===== src/source/id_config.svh =====
`ifndef ID_CONFIG_SVH
`define ID_CONFIG_SVH

// Register file geometry
`define REG_W      32
`define REG_NUM    32
`define REG_ADDR_W 5

// Instruction word
`define INSTR_W    32

// Fields handed to EXE
`define ALUOP_W    8
`define ALUSEL_W   3

// One bit per exception source
`define EXCP_W     4

`endif


===== src/source/la_instr_pkg.sv =====
`include "id_config.svh"

package la_instr_pkg;

    localparam int OP3R_W    = 17;
    localparam int OP2RI12_W = 10;
    localparam int IMM12_W   = 12;

    // 3R layout, opcode in the top 17 bits
    typedef struct packed {
        logic [OP3R_W-1:0]      opcode;
        logic [`REG_ADDR_W-1:0] rk;
        logic [`REG_ADDR_W-1:0] rj;
        logic [`REG_ADDR_W-1:0] rd;
    } instr_3r_t;

    // 2RI12 layout, 12-bit immediate where 3R keeps rk and the low opcode bits
    typedef struct packed {
        logic [OP2RI12_W-1:0]   opcode;
        logic [IMM12_W-1:0]     si12;
        logic [`REG_ADDR_W-1:0] rj;
        logic [`REG_ADDR_W-1:0] rd;
    } instr_2ri12_t;

    // Same word, seen by both format decoders
    typedef union packed {
        instr_3r_t    r3;
        instr_2ri12_t ri12;
    } instr_word_u;

    // 3R opcodes
    localparam logic [OP3R_W-1:0] OP_ADD_W   = 17'h00020;
    localparam logic [OP3R_W-1:0] OP_SUB_W   = 17'h00022;
    localparam logic [OP3R_W-1:0] OP_SLT     = 17'h00024;
    localparam logic [OP3R_W-1:0] OP_AND     = 17'h00029;
    localparam logic [OP3R_W-1:0] OP_OR      = 17'h0002a;
    localparam logic [OP3R_W-1:0] OP_XOR     = 17'h0002b;
    localparam logic [OP3R_W-1:0] OP_BREAK   = 17'h00054;
    localparam logic [OP3R_W-1:0] OP_SYSCALL = 17'h00056;

    // 2RI12 opcodes
    localparam logic [OP2RI12_W-1:0] OP_SLTI   = 10'h008;
    localparam logic [OP2RI12_W-1:0] OP_ADDI_W = 10'h00a;
    localparam logic [OP2RI12_W-1:0] OP_ANDI   = 10'h00d;
    localparam logic [OP2RI12_W-1:0] OP_ORI    = 10'h00e;
    localparam logic [OP2RI12_W-1:0] OP_XORI   = 10'h00f;

    // ALU operation, zero means no operation
    localparam logic [`ALUOP_W-1:0] ALUOP_ADD = 'd1;
    localparam logic [`ALUOP_W-1:0] ALUOP_SUB = 'd2;
    localparam logic [`ALUOP_W-1:0] ALUOP_SLT = 'd3;
    localparam logic [`ALUOP_W-1:0] ALUOP_AND = 'd4;
    localparam logic [`ALUOP_W-1:0] ALUOP_OR  = 'd5;
    localparam logic [`ALUOP_W-1:0] ALUOP_XOR = 'd6;

    // ALU class
    localparam logic [`ALUSEL_W-1:0] ALUSEL_ARITH = 'd1;
    localparam logic [`ALUSEL_W-1:0] ALUSEL_LOGIC = 'd2;

endpackage


===== src/source/id_pipe_pkg.sv =====
`include "id_config.svh"

package id_pipe_pkg;

    // Entry from the instruction buffer
    typedef struct packed {
        logic                      valid;
        logic [`REG_W-1:0]         pc;
        la_instr_pkg::instr_word_u instr;
        logic                      fetch_excp;
    } instr_buffer_info_t;

    // Format decoder result, all zeros when the format does not match
    typedef struct packed {
        logic                   valid;
        logic [`ALUOP_W-1:0]    aluop;
        logic [`ALUSEL_W-1:0]   alusel;
        // bit 0 is the rj port, bit 1 the rk port
        logic [1:0]             rd_valid;
        logic [`REG_ADDR_W-1:0] rj;
        logic [`REG_ADDR_W-1:0] rk;
        logic                   wr_valid;
        logic [`REG_ADDR_W-1:0] wr_addr;
        logic [`REG_W-1:0]      imm;
        logic                   use_imm;
        logic                   brk;
        logic                   sys;
    } sub_decode_t;

    // Register write, EX forward or WB port
    typedef struct packed {
        logic                   valid;
        logic [`REG_ADDR_W-1:0] addr;
        logic [`REG_W-1:0]      data;
    } fwd_t;

    // ID/EX register contents
    typedef struct packed {
        logic                   valid;
        logic [`REG_W-1:0]      pc;
        logic [`ALUOP_W-1:0]    aluop;
        logic [`ALUSEL_W-1:0]   alusel;
        logic [`REG_W-1:0]      op1;
        logic [`REG_W-1:0]      op2;
        logic                   wr_valid;
        logic [`REG_ADDR_W-1:0] wr_addr;
    } id_ex_t;

    typedef struct packed {
        logic ine;
        logic brk;
        logic sys;
        logic fetch;
    } excp_t;

endpackage


===== src/source/decoder_3r.sv =====
`timescale 1ns/1ps

module decoder_3r (
    input  id_pipe_pkg::instr_buffer_info_t instr_info_i,
    output id_pipe_pkg::sub_decode_t        result_o
);

    import la_instr_pkg::*;

    instr_3r_t word;

    assign word = instr_info_i.instr.r3;

    always_comb begin
        result_o = '0;
        if (instr_info_i.valid) begin
            case (word.opcode)
                OP_ADD_W: begin
                    result_o.aluop  = ALUOP_ADD;
                    result_o.alusel = ALUSEL_ARITH;
                end
                OP_SUB_W: begin
                    result_o.aluop  = ALUOP_SUB;
                    result_o.alusel = ALUSEL_ARITH;
                end
                OP_SLT: begin
                    result_o.aluop  = ALUOP_SLT;
                    result_o.alusel = ALUSEL_ARITH;
                end
                OP_AND: begin
                    result_o.aluop  = ALUOP_AND;
                    result_o.alusel = ALUSEL_LOGIC;
                end
                OP_OR: begin
                    result_o.aluop  = ALUOP_OR;
                    result_o.alusel = ALUSEL_LOGIC;
                end
                OP_XOR: begin
                    result_o.aluop  = ALUOP_XOR;
                    result_o.alusel = ALUSEL_LOGIC;
                end
                // Register fields hold the code here, no register use
                OP_BREAK:   result_o.brk = 1'b1;
                OP_SYSCALL: result_o.sys = 1'b1;
                default:    result_o.aluop = '0;
            endcase
        end

        // ALU ops read rj and rk and write rd
        if (result_o.aluop != '0) begin
            result_o.rd_valid = 2'b11;
            result_o.rj       = word.rj;
            result_o.rk       = word.rk;
            result_o.wr_valid = 1'b1;
            result_o.wr_addr  = word.rd;
        end
        result_o.valid = (result_o.aluop != '0) | result_o.brk | result_o.sys;
    end

endmodule


===== src/source/decoder_2ri12.sv =====
`timescale 1ns/1ps
`include "id_config.svh"

module decoder_2ri12 (
    input  id_pipe_pkg::instr_buffer_info_t instr_info_i,
    output id_pipe_pkg::sub_decode_t        result_o
);

    import la_instr_pkg::*;

    instr_2ri12_t word;
    logic         sign_ext;

    assign word = instr_info_i.instr.ri12;

    always_comb begin
        result_o = '0;
        sign_ext = 1'b0;
        if (instr_info_i.valid) begin
            case (word.opcode)
                OP_SLTI: begin
                    result_o.aluop  = ALUOP_SLT;
                    result_o.alusel = ALUSEL_ARITH;
                    sign_ext        = 1'b1;
                end
                OP_ADDI_W: begin
                    result_o.aluop  = ALUOP_ADD;
                    result_o.alusel = ALUSEL_ARITH;
                    sign_ext        = 1'b1;
                end
                // Logic immediates are zero extended
                OP_ANDI: begin
                    result_o.aluop  = ALUOP_AND;
                    result_o.alusel = ALUSEL_LOGIC;
                end
                OP_ORI: begin
                    result_o.aluop  = ALUOP_OR;
                    result_o.alusel = ALUSEL_LOGIC;
                end
                OP_XORI: begin
                    result_o.aluop  = ALUOP_XOR;
                    result_o.alusel = ALUSEL_LOGIC;
                end
                default: result_o.aluop = '0;
            endcase
        end

        // Only rj is read, the immediate takes the second operand slot
        if (result_o.aluop != '0) begin
            result_o.valid    = 1'b1;
            result_o.rd_valid = 2'b01;
            result_o.rj       = word.rj;
            result_o.wr_valid = 1'b1;
            result_o.wr_addr  = word.rd;
            result_o.use_imm  = 1'b1;
            result_o.imm      = sign_ext ?
                {{(`REG_W-IMM12_W){word.si12[IMM12_W-1]}}, word.si12} :
                {{(`REG_W-IMM12_W){1'b0}}, word.si12};
        end
    end

endmodule


===== src/source/regfile.sv =====
`timescale 1ns/1ps
`include "id_config.svh"

module regfile (
    input  logic                   clk,
    input  logic                   arst_n_i,
    input  id_pipe_pkg::fwd_t      wr_i,
    input  logic [`REG_ADDR_W-1:0] raddr1_i,
    input  logic [`REG_ADDR_W-1:0] raddr2_i,
    output logic [`REG_W-1:0]      rdata1_o,
    output logic [`REG_W-1:0]      rdata2_o
);

    logic [`REG_W-1:0] regs [`REG_NUM];
    logic              wr_en;

    // r0 stays zero
    assign wr_en = wr_i.valid && (wr_i.addr != '0);

    always_ff @(posedge clk or negedge arst_n_i) begin
        if (!arst_n_i) begin
            for (int i = 0; i < `REG_NUM; i++) begin
                regs[i] <= '0;
            end
        end else if (wr_en) begin
            regs[wr_i.addr] <= wr_i.data;
        end
    end

    // Same-cycle write bypasses the array
    function automatic logic [`REG_W-1:0] read_port(
        input logic [`REG_ADDR_W-1:0] addr
    );
        logic [`REG_W-1:0] value;
        if (wr_en && (wr_i.addr == addr)) begin
            value = wr_i.data;
        end else begin
            value = regs[addr];
        end
        return value;
    endfunction

    assign rdata1_o = read_port(raddr1_i);
    assign rdata2_o = read_port(raddr2_i);

endmodule


===== src/source/id_merge.sv =====
`timescale 1ns/1ps
`include "id_config.svh"

module id_merge (
    input  logic                           clk,
    input  logic                           arst_n_i,
    input  id_pipe_pkg::instr_buffer_info_t instr_info_i,
    input  id_pipe_pkg::sub_decode_t       dec_3r_i,
    input  id_pipe_pkg::sub_decode_t       dec_2ri12_i,
    output logic [`REG_ADDR_W-1:0]         raddr1_o,
    output logic [`REG_ADDR_W-1:0]         raddr2_o,
    input  logic [`REG_W-1:0]              rdata1_i,
    input  logic [`REG_W-1:0]              rdata2_i,
    input  id_pipe_pkg::fwd_t              ex_fwd_i,
    output id_pipe_pkg::id_ex_t            ex_o,
    output id_pipe_pkg::excp_t             excp_o
);

    import id_pipe_pkg::*;

    sub_decode_t       dec;
    logic [`REG_W-1:0] rj_val;
    logic [`REG_W-1:0] rk_val;
    excp_t             excp_d;
    id_ex_t            ex_d;

    // A non-matching decoder drives zeros, so OR is the merge
    assign dec = sub_decode_t'(dec_3r_i | dec_2ri12_i);

    assign raddr1_o = dec.rj;
    assign raddr2_o = dec.rk;

    // Unused port, then r0, then EX forward, then register file
    function automatic logic [`REG_W-1:0] pick_operand(
        input logic                   used,
        input logic [`REG_ADDR_W-1:0] addr,
        input logic [`REG_W-1:0]      rf_data,
        input fwd_t                   fwd
    );
        logic [`REG_W-1:0] value;
        if (!used || (addr == '0)) begin
            value = '0;
        end else if (fwd.valid && (fwd.addr == addr)) begin
            value = fwd.data;
        end else begin
            value = rf_data;
        end
        return value;
    endfunction

    assign rj_val = pick_operand(dec.rd_valid[0], dec.rj, rdata1_i, ex_fwd_i);
    assign rk_val = pick_operand(dec.rd_valid[1], dec.rk, rdata2_i, ex_fwd_i);

    assign excp_d.ine   = instr_info_i.valid && !dec.valid;
    assign excp_d.brk   = dec.brk;
    assign excp_d.sys   = dec.sys;
    assign excp_d.fetch = instr_info_i.fetch_excp;

    always_comb begin
        ex_d.valid    = instr_info_i.valid;
        ex_d.pc       = instr_info_i.pc;
        ex_d.aluop    = dec.aluop;
        ex_d.alusel   = dec.alusel;
        ex_d.op1      = rj_val;
        ex_d.op2      = dec.use_imm ? dec.imm : rk_val;
        // A faulting instruction must not write back
        ex_d.wr_valid = dec.wr_valid && !(|excp_d);
        ex_d.wr_addr  = dec.wr_addr;
    end

    // ID/EX register
    always_ff @(posedge clk or negedge arst_n_i) begin
        if (!arst_n_i) begin
            ex_o   <= '0;
            excp_o <= '0;
        end else begin
            ex_o   <= ex_d;
            excp_o <= excp_d;
        end
    end

endmodule


===== src/source/id_stage_top.sv =====
`timescale 1ns/1ps
`include "id_config.svh"

module id_stage_top (
    input  logic                            clk,
    input  logic                            arst_n_i,
    input  id_pipe_pkg::instr_buffer_info_t instr_i,
    input  id_pipe_pkg::fwd_t               ex_fwd_i,
    input  id_pipe_pkg::fwd_t               wb_i,
    output id_pipe_pkg::id_ex_t             ex_o,
    output id_pipe_pkg::excp_t              excp_o
);

    import id_pipe_pkg::*;

    sub_decode_t            dec_3r;
    sub_decode_t            dec_2ri12;
    logic [`REG_ADDR_W-1:0] raddr1;
    logic [`REG_ADDR_W-1:0] raddr2;
    logic [`REG_W-1:0]      rdata1;
    logic [`REG_W-1:0]      rdata2;

    // Both format decoders see the same word
    decoder_3r decoder_3r_i (
        .instr_info_i (instr_i),
        .result_o     (dec_3r)
    );

    decoder_2ri12 decoder_2ri12_i (
        .instr_info_i (instr_i),
        .result_o     (dec_2ri12)
    );

    id_merge id_merge_i (
        .clk          (clk),
        .arst_n_i     (arst_n_i),
        .instr_info_i (instr_i),
        .dec_3r_i     (dec_3r),
        .dec_2ri12_i  (dec_2ri12),
        .raddr1_o     (raddr1),
        .raddr2_o     (raddr2),
        .rdata1_i     (rdata1),
        .rdata2_i     (rdata2),
        .ex_fwd_i     (ex_fwd_i),
        .ex_o         (ex_o),
        .excp_o       (excp_o)
    );

    // Write port fed from WB
    regfile regfile_i (
        .clk      (clk),
        .arst_n_i (arst_n_i),
        .wr_i     (wb_i),
        .raddr1_i (raddr1),
        .raddr2_i (raddr2),
        .rdata1_o (rdata1),
        .rdata2_o (rdata2)
    );

endmodule


===== config.mk =====
export PLATFORM = sky130hd
export DESIGN_NAME = id_stage_top
export DESIGN_NICKNAME = d
export VERILOG_FILES = /design/src/source/la_instr_pkg.sv /design/src/source/id_pipe_pkg.sv /design/src/source/decoder_3r.sv /design/src/source/decoder_2ri12.sv /design/src/source/regfile.sv /design/src/source/id_merge.sv /design/src/source/id_stage_top.sv
export VERILOG_INCLUDE_DIRS = /design/src /design/src/source
export SDC_FILE = /design/constraint.sdc
export NUM_CORES = 2
export LEC_CHECK = 0
export ABC_CLOCK_PERIOD_IN_PS = 2200
export BUFFER_PORTS_ARGS = -buffer_cell sky130_fd_sc_hd__buf_2
export CORE_UTILIZATION = 35
export CTS_BUF_LIST = sky130_fd_sc_hd__clkbuf_8 sky130_fd_sc_hd__clkbuf_16
export DETAILED_ROUTE_END_ITERATION = 10
export PLACE_DENSITY = 0.47
export SYNTH_ARGS = -nofsm -noshare
export SYNTH_HDL_FRONTEND = slang
export SYNTH_HIERARCHICAL = 1
export SYNTH_SLANG_ARGS = --single-unit

===== constraint.sdc =====
create_clock -name clk -period 2.2 [get_ports clk]
set_input_delay 0.22 -clock clk [delete_from_list [all_inputs] [get_ports clk]]
set_output_delay 0.22 -clock clk [all_outputs]
set_load 0.03 [all_outputs]

After elaboration in Yosys (flattened, before gate mapping). Index checks and enable logic that the tools add are counted.

Flip-flop bits (word level): 1142. Output and inout port bits: 118. Word-level logic and storage cells: 127.

$lt $le $gt $ge: 4. Eq/ne operators: 17. Muxes and demuxes: 32. Bitwise gates (word level): 6. Reduce and logical (&&, ||, !) cells: 24.

Operators with widths (number): $bwmux W1024 (1); $mux W32 (13); $bmux W32 S5 (2); $demux W32 S5 (1); $eq A17 B6 Y1 const B (6); $or A65 B65 Y65 (1); $eq A10 B4 Y1 const B (5); $mux W39 (1); $eq A17 B7 Y1 const B (2); $mux W11 (2); $eq A5 B5 Y1 (4); $ge A6 B6 Y1 const B (3); $mux W18 (1); $not A5 Y6 (3); $pmux W3 S6 (1); $reduce_bool A8 Y1 (2); $pmux W3 S5 (1); $logic_not A5 Y1 (2); $reduce_or A3 Y1 (3); $logic_and A1 B1 Y1 (8); $pmux W2 S2 (2); $lt A6 B1 Y1 const B (1); $mux W6 (1); $mux W1 (5); other kinds (7) (12).

Logic depth before layout (Yosys ltp).
Depth after elaboration: 16. Mapped depth: 18. Gate-level depth less buffers: 12.

Cells and area by module. The synthesis kept the hierarchy.

By module, submodules not included: regfile (times used 1, cells each 3434, area each 53687.7 µm²); id_merge (times used 1, cells each 363, area each 4662.0 µm²); decoder_3r (times used 1, cells each 90, area each 659.4 µm²); decoder_2ri12 (times used 1, cells each 86, area each 578.1 µm²).

Worst setup path before layout. OpenSTA, ideal clock, no wires.

Path kind: input-to-reg. From: in instr_i[27] (netlist name). To: reg id_merge_i/ex_o[10] (netlist name). Arrival: 3.273 ns. Slack: -1.211 ns. Cell stages on the path: 16. Buffers on the path: 5. Cell sequence: or4b_4 nor4_4 buf_6 and2_2 nor2_1 inv_1 buf_4 buf_2 buf_6 buf_4 mux4_2 o22ai_1 nor4_1 mux2_2 mux2i_1 o22ai_1.

RTL lines: start, declared (RTL line id_stage_top.sv:7) `input id_pipe_pkg::instr_buffer_info_t instr_i,`.

==> flow_summary.toml <==
[route]
vias = 41780
routed_wl_microns = 242900
viasPerCell = 5.873
wl_per_cell_microns = 34.15
remaining_drc_errors = 0
drtAntennaViolNets = 0
drt-initial-drc-count = 3507
firstDrtPassIters = 5

[global_route]
antenna_found_initial = 10
grt_max_degree = 92
track_usage_pct = 28.00
grt_first_pass_wirelength_microns = 341000
overflow = 0
grt_pass1_vias = 42750

[pwr]
combPwrFrac_pct = 18.8
p_seq_share_pct = 43.4
ir_worst_vdd_mv = 0.9742
powerDensity_nw_per_um2 = 792.7
p_sw_share_pct = 27.39
power.total_w = 0.06333
cellLeakagePower_nw = 34.31
p_clk_share_pct = 37.8
p_sw_w = 0.01734
p_int_w = 0.04599

[synthesis]
ys_seq_area_share_pct = 47.96
synth_top_family_by_area = "multiplexers"
synth_xor_area_share_pct = 0.2205
synth.top_cells.by_count = "1142 x dfrtp_1, 1033 x mux2_2, 511 x mux4_2"
synth_edf_count = 0
ys_types = 60
ys_top_cells_by_area = "dfrtp_1 48%, mux2_2 20%, mux4_2 19%"
synth-adder-area-share_pct = 0
synth_compound_area_share_pct = 3.418
syn_avg_cell_area_sq_um = 15.00
synth_seq_cells = 1142
synth_top_area_share_pct = 47.96
synth_area_sq_um = 59590
synth_top_area_cell = "dfrtp_1"
synthFlopType = "dfrtp_1"
synth_most_common_cell = "dfrtp_1"
yosys.area_share.simple_pct = 3.337
synth_warnings = 6
muxShareOfSynthArea_pct = 40.24
synthArstFlopShare_pct = 100.0
synth_cells = 3973

[setup_path]
worstRegToRegCells = 7
reg2reg_setup_slack_ns = 0.04
setup.worst_path.start = "instr_i[28]"
reg2reg_from = "regfile_i/regs[418]"
worstReg2RegEnd = "id_merge_i/ex_o[8]"
arrival_ns = 3.60
worstSetupPathType = "in2reg"
cp-endpoint = "id_merge_i/ex_o[9]"
crit_fanout = 7
crit_path_end_kind = "register"
startpoint_type = "input pin"
worstPathRequired_ns = 2.86

[final_layout]
areaGrowthSynthToFinish_pct = 34.09
drive_above_1_share_pct = 65.71
final_cells = 7113
final_cell_area_sq_um = 79900
nNetsFinal = 4926

[timing]
setup_violations = 64
slew_violations = 0
worst_slew_margin_rel_pct = 36.21
finalHoldViolCount = 0
finalSetupTns_ns = -36.94
finalCritPeriodShare_pct = 133.6
fin_ws_ns = -0.7398
rsz0062_at_grt = "true"
finClkSkew_ns = 0.02736
min_period_ns = 2.940
worst_slew_pin_slew_ns = 0.9548
timing.fmax_mhz = 340.2

[flow_run]
maxCapViolCount = 0

[placed_design]
dpl.cell_count = 6540
post-dp-hpwl_microns = 158600
place.gp.congestion = 0.8562
dpl_cell_area_sq_um = 67700
numPortBuffers = 261

[cts]
htreeDepth = 4
root_buffer = "clkbuf_16"
clk_pin_slew_ns = 0.05
cts_tree = "yes"
numClockSinks = 1142
cts_buffer_depth = 3
cts-buffers-inserted = 142
clk_latency_ns = 0.82

[die]
ios = 262
start_util_pct = 35.20
die_h_microns = 414.6
die_w_microns = 414.6
dieArea_sq_um = 171900
floorplan.rows = 151
design.core.area_sq_um = 169300

[status]
violations = "negative setup slack"
run_status = "finished with violations"

[hold_path]
hold_path.class = "in2reg"
-- what timing repair did --
item,4_1_cts,5_1_grt
setup endpoints to repair,64,64
buffers inserted,112,105
pin swaps,98,119
endpoints found under the hold margin,1231,0
gates resized for setup,513,230
hold buffers,102,0
gates cloned,27,10
-- metal layers --
layer,wire (microns),track usage [%],up-vias
li1,-,-,16870
met1,105900,39.10,22840
met2,112400,43.63,1641
met3,14550,4.652,422
met4,10080,10.85,6
met5,37,0,-
-- worst min-delay path by stage --
stage / from / end / slack [ns] / cells after the start
after CTS: instr_i[59] / id_merge_i/ex_o[107] / 0.0004 / 2
after global routing: wb_i[27] / regfile_i/regs[923] / 0.04 / 2
final: wb_i[27] / regfile_i/regs[443] / 0.05 / 2
after global placement: arst_n_i / regfile_i/regs[69] / 0.20 / 1
after floorplan: arst_n_i / id_merge_i/ex_o[0] / -0.08 / 0
after detailed placement: arst_n_i / regfile_i/regs[992] / 0.19 / 1
-- sequential cells by signal, summed over array words and instances, names as in the netlist --
| name | count |
|---|---|
| id_merge_i/ex_o | 114 |
| id_merge_i/excp_o | 4 |
| regfile_i/regs | 1024 |
-- critical path, cell delays in order --
cell and delay, ns:
buf_6 0.09, or4b_4 0.56, nor4_4 0.20, buf_6 0.18
and2_4 0.16, nor2_4 0.05, inv_8 0.09, buf_16 0.16
buf_12 0.16, buf_16 0.15, buf_12 0.14, mux4_2 0.52
o22ai_2 0.14, nor4_2 0.06, mux2_4 0.32, mux2i_4 0.24
o22ai_2 0.12
-- layout by cell type, fill, tap and decap left out, types with 16 or more instances in the layout --
cell type and count:
dfrtp_1 1142, mux2_2 984, mux4_2 511, buf_4 408
buf_2 256, buf_12 220, o22ai_2 154, clkbuf_16 152
dlygate4sd3_1 102, nor2_1 76, buf_6 71, o22ai_1 67
o22ai_4 66, conb_1 53, mux2i_1 49, mux2_4 49
clkbuf_8 40, buf_16 33, buf_8 32, nor4_2 30
inv_1 26, nand2_1 23, clkinv_2 22, nor4_4 22
nor4_1 19, or2_2 19, nor2_4 18, nor3_1 17
and2_1 17, o21ai_0 16
-- cells by family after synthesis --
kind of cell / count (synthesis)
mux: 1626
other cells: 2
buf+inv: 524
flops: 1142
compound gates: 321
xor+xnor: 15
simple gates: 343
-- metrics by stage --
stage | worst slack [ns] | hold slack, ns | utilization, %
after CTS | -0.6745 | 0.0004142 | 46.02
after global routing | -0.7987 | 0.04480 | 47.20
after detailed placement | -2.240 | 0.1950 | 39.99
after global placement | -2.260 | 0.2004 | 39.99
after floorplan | -1.082 | -0.07559 | -
final | -0.7398 | 0.04980 | 47.20
-- power groups by stage --
stage	sequential (W)	clock [W]	combinational, W
global placement	0.0275	0	0.0102
detailed placement	0.0277	0	0.0104
CTS	0.0273	0.0245	0.0115
global route	0.0279	0.0253	0.0126
finish	0.0275	0.0239	0.0119
floorplan	0.0268	0	0.00740
-- final cells by class --
cell class | count | area [sq um]
multi-input cells | 2360 | 31500
diodes | 1 | 2.502
inverters | 3 | 18.77
clock inverters | 73 | 651.9
well taps | 2218 | 2775
clock buffers | 183 | 4129
repair buffers | 1133 | 12250
flip-flops and latches | 1142 | 28580
fillers | 14830 | 89380
(Power assumes the default switching activity.)
